===== config.mk =====
export PLATFORM = sky130hd
export DESIGN_NAME = gomoku_eval_top
export DESIGN_NICKNAME = d
export VERILOG_FILES = /design/src/design/gomoku_pkg.sv /design/src/design/eval_fsm.sv /design/src/design/gomoku_eval_top.sv /design/src/design/scan_counter.sv /design/src/design/score_accumulator.sv /design/src/design/window_matcher.sv
export SDC_FILE = /design/constraint.sdc
export NUM_CORES = 2
export LEC_CHECK = 0
export ABC_AREA = 1
export BUFFER_PORTS_ARGS = -buffer_cell sky130_fd_sc_hd__buf_4
export CELL_PAD_IN_SITES_DETAIL_PLACEMENT = 2
export CELL_PAD_IN_SITES_GLOBAL_PLACEMENT = 2
export CORE_ASPECT_RATIO = 0.8
export CORE_MARGIN = 8
export CORE_UTILIZATION = 29
export DETAILED_ROUTE_END_ITERATION = 12
export PLACE_DENSITY = 0.86
export SYNTH_ARGS = -nofsm -noshare
export SYNTH_HDL_FRONTEND = slang
export SYNTH_SLANG_ARGS = --single-unit

===== constraint.sdc =====
create_clock -name i_clk -period 11.9 [get_ports i_clk]
set_input_delay 1.19 -clock i_clk [delete_from_list [all_inputs] [get_ports i_clk]]
set_output_delay 1.19 -clock i_clk [all_outputs]
set_load 0.1 [all_outputs]

===== src/design/gomoku_pkg.sv =====
package gomoku_pkg;

    // Board cell encoding.
    typedef logic [1:0] cell_t;

    localparam cell_t CELL_BLACK = 2'd0;
    localparam cell_t CELL_WHITE = 2'd1;
    localparam cell_t CELL_EMPTY = 2'd2;

    // Per-window weight of one colour.
    typedef logic [23:0] weight_t;

    // Running sums and the final black minus white score.
    typedef logic signed [31:0] score_t;

    localparam weight_t W_FIVE         = 24'd1000000;
    localparam weight_t W_FOUR         = 24'd100000;
    localparam weight_t W_BLOCKED_FOUR = 24'd10000;
    localparam weight_t W_THREE        = 24'd1000;

    typedef enum logic [1:0] {
        S_IDLE,
        S_SCAN,
        S_FINISH
    } eval_state_t;

endpackage


===== src/design/eval_fsm.sv =====
`timescale 1ns/1ps

module eval_fsm (
    input  logic i_clk,
    input  logic i_rst_n,
    input  logic i_start,
    input  logic i_scan_last,
    output logic o_scan_clear,
    output logic o_scan_step,
    output logic o_acc_clear,
    output logic o_acc_add,
    output logic o_acc_finish,
    output logic o_finish
);

    import gomoku_pkg::*;

    eval_state_t state_r;
    eval_state_t state_nxt;
    logic        start_ok;
    logic        finish_r;

    assign start_ok = (state_r == S_IDLE) && i_start; // Starts elsewhere are dropped.

    // Counter and sums both restart from the start pulse.
    assign o_scan_clear = start_ok;
    assign o_acc_clear  = start_ok;

    // One window per cycle while scanning.
    assign o_scan_step  = (state_r == S_SCAN);
    assign o_acc_add    = (state_r == S_SCAN);

    assign o_acc_finish = (state_r == S_FINISH);
    assign o_finish     = finish_r;

    always_comb begin
        state_nxt = state_r;
        case (state_r)
            S_IDLE: begin
                if (start_ok) begin
                    state_nxt = S_SCAN;
                end
            end
            S_SCAN: begin
                // Last window is added on this same edge.
                if (i_scan_last) begin
                    state_nxt = S_FINISH;
                end
            end
            S_FINISH: begin
                state_nxt = S_IDLE;
            end
            default: begin
                state_nxt = S_IDLE;
            end
        endcase
    end

    always_ff @(posedge i_clk) begin
        if (!i_rst_n) begin
            state_r  <= S_IDLE;
            finish_r <= 1'b0;
        end else begin
            state_r  <= state_nxt;
            finish_r <= (state_r == S_FINISH); // Lines up with the score register.
        end
    end

endmodule


===== src/design/gomoku_eval_top.sv =====
`timescale 1ns/1ps

module gomoku_eval_top #(
    parameter int BOARD_DIM = 15
) (
    input  logic                                        i_clk,
    input  logic                                        i_rst_n,
    input  logic                                        i_start,
    input  gomoku_pkg::cell_t [BOARD_DIM*BOARD_DIM-1:0] i_board,
    output gomoku_pkg::score_t                          o_score,
    output logic                                        o_finish
);

    import gomoku_pkg::*;

    localparam int IDX_W = $clog2(BOARD_DIM);

    logic             scan_clear;
    logic             scan_step;
    logic             scan_last;
    logic [IDX_W-1:0] row;
    logic [IDX_W-1:0] col;
    logic             acc_clear;
    logic             acc_add;
    logic             acc_finish;
    weight_t          black_weight;
    weight_t          white_weight;

    eval_fsm u_fsm (
        .i_clk        (i_clk),
        .i_rst_n      (i_rst_n),
        .i_start      (i_start),
        .i_scan_last  (scan_last),
        .o_scan_clear (scan_clear),
        .o_scan_step  (scan_step),
        .o_acc_clear  (acc_clear),
        .o_acc_add    (acc_add),
        .o_acc_finish (acc_finish),
        .o_finish     (o_finish)
    );

    scan_counter #(
        .BOARD_DIM (BOARD_DIM)
    ) u_counter (
        .i_clk   (i_clk),
        .i_rst_n (i_rst_n),
        .i_clear (scan_clear),
        .i_step  (scan_step),
        .o_row   (row),
        .o_col   (col),
        .o_last  (scan_last)
    );

    // Vertical windows only.
    window_matcher #(
        .BOARD_DIM (BOARD_DIM)
    ) u_matcher (
        .i_board        (i_board),
        .i_row          (row),
        .i_col          (col),
        .o_black_weight (black_weight),
        .o_white_weight (white_weight)
    );

    score_accumulator u_acc (
        .i_clk          (i_clk),
        .i_rst_n        (i_rst_n),
        .i_clear        (acc_clear),
        .i_add          (acc_add),
        .i_finish       (acc_finish),
        .i_black_weight (black_weight),
        .i_white_weight (white_weight),
        .o_score        (o_score)
    );

endmodule


===== src/design/scan_counter.sv =====
`timescale 1ns/1ps

module scan_counter #(
    parameter  int BOARD_DIM = 15,
    localparam int IDX_W     = $clog2(BOARD_DIM)
) (
    input  logic             i_clk,
    input  logic             i_rst_n,
    input  logic             i_clear,
    input  logic             i_step,
    output logic [IDX_W-1:0] o_row,
    output logic [IDX_W-1:0] o_col,
    output logic             o_last
);

    localparam logic [IDX_W-1:0] LAST_ROW = IDX_W'(BOARD_DIM - 5);
    localparam logic [IDX_W-1:0] LAST_COL = IDX_W'(BOARD_DIM - 1);

    logic [IDX_W-1:0] row_r;
    logic [IDX_W-1:0] col_r;
    logic             row_wrap;

    assign row_wrap = (row_r == LAST_ROW);

    always_ff @(posedge i_clk) begin
        if (!i_rst_n || i_clear) begin
            row_r <= '0;
            col_r <= '0;
        end else if (i_step) begin
            if (row_wrap) begin
                row_r <= '0;
                // Next column, back to the first after the last one.
                col_r <= (col_r == LAST_COL) ? '0 : col_r + 1'b1;
            end else begin
                row_r <= row_r + 1'b1;
            end
        end
    end

    assign o_row  = row_r;
    assign o_col  = col_r;
    assign o_last = row_wrap && (col_r == LAST_COL); // Final window start.

endmodule


===== src/design/score_accumulator.sv =====
`timescale 1ns/1ps

module score_accumulator (
    input  logic                i_clk,
    input  logic                i_rst_n,
    input  logic                i_clear,
    input  logic                i_add,
    input  logic                i_finish,
    input  gomoku_pkg::weight_t i_black_weight,
    input  gomoku_pkg::weight_t i_white_weight,
    output gomoku_pkg::score_t  o_score
);

    import gomoku_pkg::*;

    score_t black_sum;
    score_t white_sum;
    score_t score_r;

    // Weights are unsigned, zero extended into the sums.
    always_ff @(posedge i_clk) begin
        if (!i_rst_n || i_clear) begin
            black_sum <= '0;
            white_sum <= '0;
        end else if (i_add) begin
            black_sum <= black_sum + score_t'(i_black_weight);
            white_sum <= white_sum + score_t'(i_white_weight);
        end
    end

    // Result holds until the next finish.
    always_ff @(posedge i_clk) begin
        if (!i_rst_n) begin
            score_r <= '0;
        end else if (i_finish) begin
            score_r <= black_sum - white_sum;
        end
    end

    assign o_score = score_r;

endmodule


===== src/design/window_matcher.sv =====
`timescale 1ns/1ps

module window_matcher #(
    parameter  int BOARD_DIM = 15,
    localparam int IDX_W     = $clog2(BOARD_DIM)
) (
    input  gomoku_pkg::cell_t [BOARD_DIM*BOARD_DIM-1:0] i_board,
    input  logic [IDX_W-1:0]                            i_row,
    input  logic [IDX_W-1:0]                            i_col,
    output gomoku_pkg::weight_t                         o_black_weight,
    output gomoku_pkg::weight_t                         o_white_weight
);

    import gomoku_pkg::*;

    cell_t [5:0] win;     // win[0] is the top cell of the window.
    logic        six_ok;  // Room for a sixth cell below.

    // Weight of one window for colour x against opponent o.
    function automatic weight_t weigh_colour(
        input cell_t [5:0] c,
        input cell_t       x,
        input cell_t       o,
        input logic        six
    );
        weight_t w;
        logic    core_four;
        logic    is_five;
        logic    open_four;
        logic    blocked_four;
        logic    open_three;

        w         = '0;
        core_four = (c[1] == x) && (c[2] == x) && (c[3] == x) && (c[4] == x);
        is_five   = (c[0] == x) && core_four;

        open_four = six && core_four
                    && (c[0] == CELL_EMPTY) && (c[5] == CELL_EMPTY);

        // Either end may carry the opponent stone.
        blocked_four = six && core_four
                       && (((c[0] == CELL_EMPTY) && (c[5] == o))
                           || ((c[0] == o) && (c[5] == CELL_EMPTY)));

        open_three = (c[0] == CELL_EMPTY) && (c[1] == x) && (c[2] == x)
                     && (c[3] == x) && (c[4] == CELL_EMPTY);

        if (is_five) begin
            w = w + W_FIVE;
        end
        if (open_four) begin
            w = w + W_FOUR;
        end
        if (blocked_four) begin
            w = w + W_BLOCKED_FOUR;
        end
        if (open_three) begin
            w = w + W_THREE;
        end
        return w;
    endfunction

    assign six_ok = (int'(i_row) <= BOARD_DIM - 6);

    always_comb begin
        int base;
        int last_r;

        base = int'(i_row) * BOARD_DIM + int'(i_col);
        for (int k = 0; k < 5; k++) begin
            win[k] = i_board[base + k * BOARD_DIM];
        end
        // Sixth cell would fall off the bottom edge on the last row.
        if (six_ok) begin
            last_r = base + 5 * BOARD_DIM;
        end else begin
            last_r = base + 4 * BOARD_DIM;
        end
        win[5] = i_board[last_r];
    end

    assign o_black_weight = weigh_colour(win, CELL_BLACK, CELL_WHITE, six_ok);
    assign o_white_weight = weigh_colour(win, CELL_WHITE, CELL_BLACK, six_ok);

endmodule


==> out/results.tsv <==
metric	value	unit
outcome	finished, final reports clean	
Crit path largest cell delay	600	ps
family with the most delay on the worst path	simple AND/OR/NAND/NOR gates	
ys async rst share	0	%
Num CTS Buffers	9	
vias in the first global route	46737	
clk_lat worst skew	380	ps
HPWL after detailed placement	160000	µm
R2R cell count	42	
via count	45261	
reg-to-reg setup timing slack	260	ps
Worst EP required	12180	ps
Post-route DRC	0	
cell leakage power	16.8	nW
CTS tree	yes	
Final ANT Viol Nets	0	
timing endpoint of the critical path	u_acc.black_sum[24]$_SDFFE_PP0P_	
nets	6566	
# Max-Cap Violations	0	
Worst Setup Slack, final	260	ps
Crit Path Category	reg2reg	
RSZ-0062 raised after global routing	no	
P_int	0.00113	W
Slew Limit Fails	0	
Iter 0 DRT Violations	4699	
Routability Congestion	1.01	
area grow syn2layout	15.8	%
CTS Buffer Depth	2	
Fin Clk Skew	12.8	ps
switch share	62.5	%
Cell variety after synth	60	
Die Area	112000	µm²
row cnt	104	
Worst setup SP type	flop	
largest net degree at the start of global routing	198	
crit path launch	u_counter.o_row[2]$_SDFFE_PP0P_	
Post-CTS Resized	0	
post-synth top area share	27.2	%
number of iterations in the first detailed-routing pass	6	
dpl ws	1060	ps
port bufs	482	
Sink Count	98	
hold crit path type	reg2reg	
sequential share of the synthesized area	6.68	%
prevailing post-synth register cell	dfxtp_1	
part of the power in combinational logic	78.5	%
Critical Path End Type	flop	
initial antenna violation count	20	
Hold Buf Count CTS	0	
Vias/cell	6.17	
grt total ovfl	0	
CTS root buffer	clkbuf_16	
Max IR drop VDD	73.3	µV
Setup violations, final	0	
fmax	85.9	MHz
FF+latch count, synth	98	
postcts setup bufs	0	
first-pass GRT wire length	309000	µm
top fanout value on the critical path	56	
Die Y-Extent	301	µm
clock-pin slew of the registers on the worst-case setup and hold paths	70	ps
final setup TNS	0	ps
Synth area leaders	nand2_1 (27%), nand3_1 (17%), o21ai_0 (13%)	
fin crit share	97.8	%
Levels on crit path	42	
count leader, synth	nand2_1	
chip width	372	µm
Post-synth EDFFs	0	
Final Hold Vio Count	0	
most frequent cell on the critical path	nand2_1	
Syn. warnings	0	
Pwr per Cell Area	88.7	nW/µm²
DR WL/cell	29.0	µm
hold_ws	484	ps
area of the core	100000	µm²
Psw	0.00189	W
initial core utilization	29.2	%
layout cells sized above 1	12.8	%
most instantiated cells after synthesis	nand2_1 (2,129), nand3_1 (1,016), o21ai_0 (789)	
hold path cells	2	
Flop pwr share	11.4	%
synthesized instance count	5823	
RR Startpoint	u_counter.o_row[2]$_SDFFE_PP0P_	
worst r2r dst	u_acc.black_sum[24]$_SDFFE_PP0P_	
fin crit period	11640	ps
slowest CP cell	ha_1	
Crit path buffers/inverters	8	
Clock power frac	10.1	%
Post-Syn Area per Cell	5.04	µm²
Slew @ Worst Pin	1280	ps
H-tree levels	3	
IO Pins	486	
Netlist Area Pre-Place	29400	µm²
GR Util All Layers	36.0	%
Total Wirelength	212000	µm
worst relative slew slack	14.2	%
post-synth top area cell	nand2_1	
crit path DAT	11920	ps
cell type report:
type | instances | area [µm²]
tap | 1325 | 1660
multi-input combinational | 4892 | 24100
fill | 13222 | 66400
antenna | 16 | 40.0
clock buffer | 12 | 256
timing repair buffer | 561 | 4340
inverter | 428 | 1630
clock inverter | 4 | 26.3
sequential | 98 | 1960
placed cells by master (no fill, tap or decap), drive strengths merged, types with 4 or more instances in the layout:
master  instances
dfxtp          98
xor2           43
conb            5
o211ai         65
nand2        2160
nor2          190
nor4            7
clkinv          6
a21oi         160
mux2i          46
nor3b           4
nand4          35
xnor2          36
o21bai          9
nor3           18
nand3b         12
inv           425
fa             11
a21boi         25
a31oi           9
ha            112
and2           13
a22oi           5
o21a            6
a21o            6
buf           561
clkbuf         12
or2            83
diode          16
o21ai         803
nand3        1023
stage by stage:
step	cell area, µm²	cells	util, %	total power, W
after detailed placement	33700	7304	33.5	0.00257
after floorplan	29400	5827	-	0.00161
after CTS	34000	7320	33.8	0.00288
after global routing	34000	7324	33.8	0.00311
after global placement	33700	7304	33.5	0.00247
final	34000	7336	33.9	0.00302
sequential cells by signal, summed over array words and instances (netlist names):
signal,cells
u_acc.o_score,29
u_fsm.o_finish,1
u_counter.o_row,4
u_acc.black_sum,29
u_acc.white_sum,29
u_counter.o_col,4
u_fsm.state_r,2
kinds of logic (layout without fill, tap and decap cells):
family,Yosys count,in the layout,synth area share (%)
buffers and inverters,837,1005,11.8
multiplexers,46,46,1.57
other,1,21,0.0128
AO/OA/AOI/OAI,1094,1094,19.8
flip-flops,98,98,6.68
XOR/XNOR,79,79,2.67
adder cells (fa/ha/maj),123,123,5.52
AND/OR/NAND/NOR,3545,3545,51.9
power groups by stage:
stage / Combinational [W] / Clock (W) / Sequential [W]
CTS: 0.00223 / 0.000308 / 0.000343
finish: 0.00237 / 0.000306 / 0.000343
global placement: 0.00212 / 0 / 0.000349
global route: 0.00245 / 0.000320 / 0.000344
floorplan: 0.00126 / 0 / 0.000347
detailed placement: 0.00222 / 0 / 0.000350
worst min-delay path by stage:
stage                                             endpoint                        startpoint  slack, ps
final                     u_acc.black_sum[31]$_SDFFE_PP0P_  u_acc.black_sum[31]$_SDFFE_PP0P_        480
after global routing      u_acc.black_sum[31]$_SDFFE_PP0P_  u_acc.black_sum[31]$_SDFFE_PP0P_        530
after floorplan           u_acc.black_sum[31]$_SDFFE_PP0P_  u_acc.black_sum[31]$_SDFFE_PP0P_        450
after detailed placement  u_acc.black_sum[31]$_SDFFE_PP0P_  u_acc.black_sum[31]$_SDFFE_PP0P_        480
after global placement    u_acc.white_sum[30]$_SDFFE_PP0P_  u_acc.white_sum[29]$_SDFFE_PP0P_        470
after CTS                 u_acc.black_sum[31]$_SDFFE_PP0P_  u_acc.black_sum[31]$_SDFFE_PP0P_        490
worst min-delay path, stage by stage, from the launching register on:
cell     delay (ps)
dfxtp_1         330
inv_1            60
a21oi_1          50
routing by layer:
metal / up-vias / global-route usage (%) / wire length [µm]
met5: - / 0 / 159
met3: 891 / 9.70 / 22800
met4: 22 / 24.1 / 17600
li1: 19503 / - / -
met1: 22172 / 43.1 / 81300
met2: 2673 / 56.3 / 90600
No activity file was read; power rests on OpenSTA's default activity.
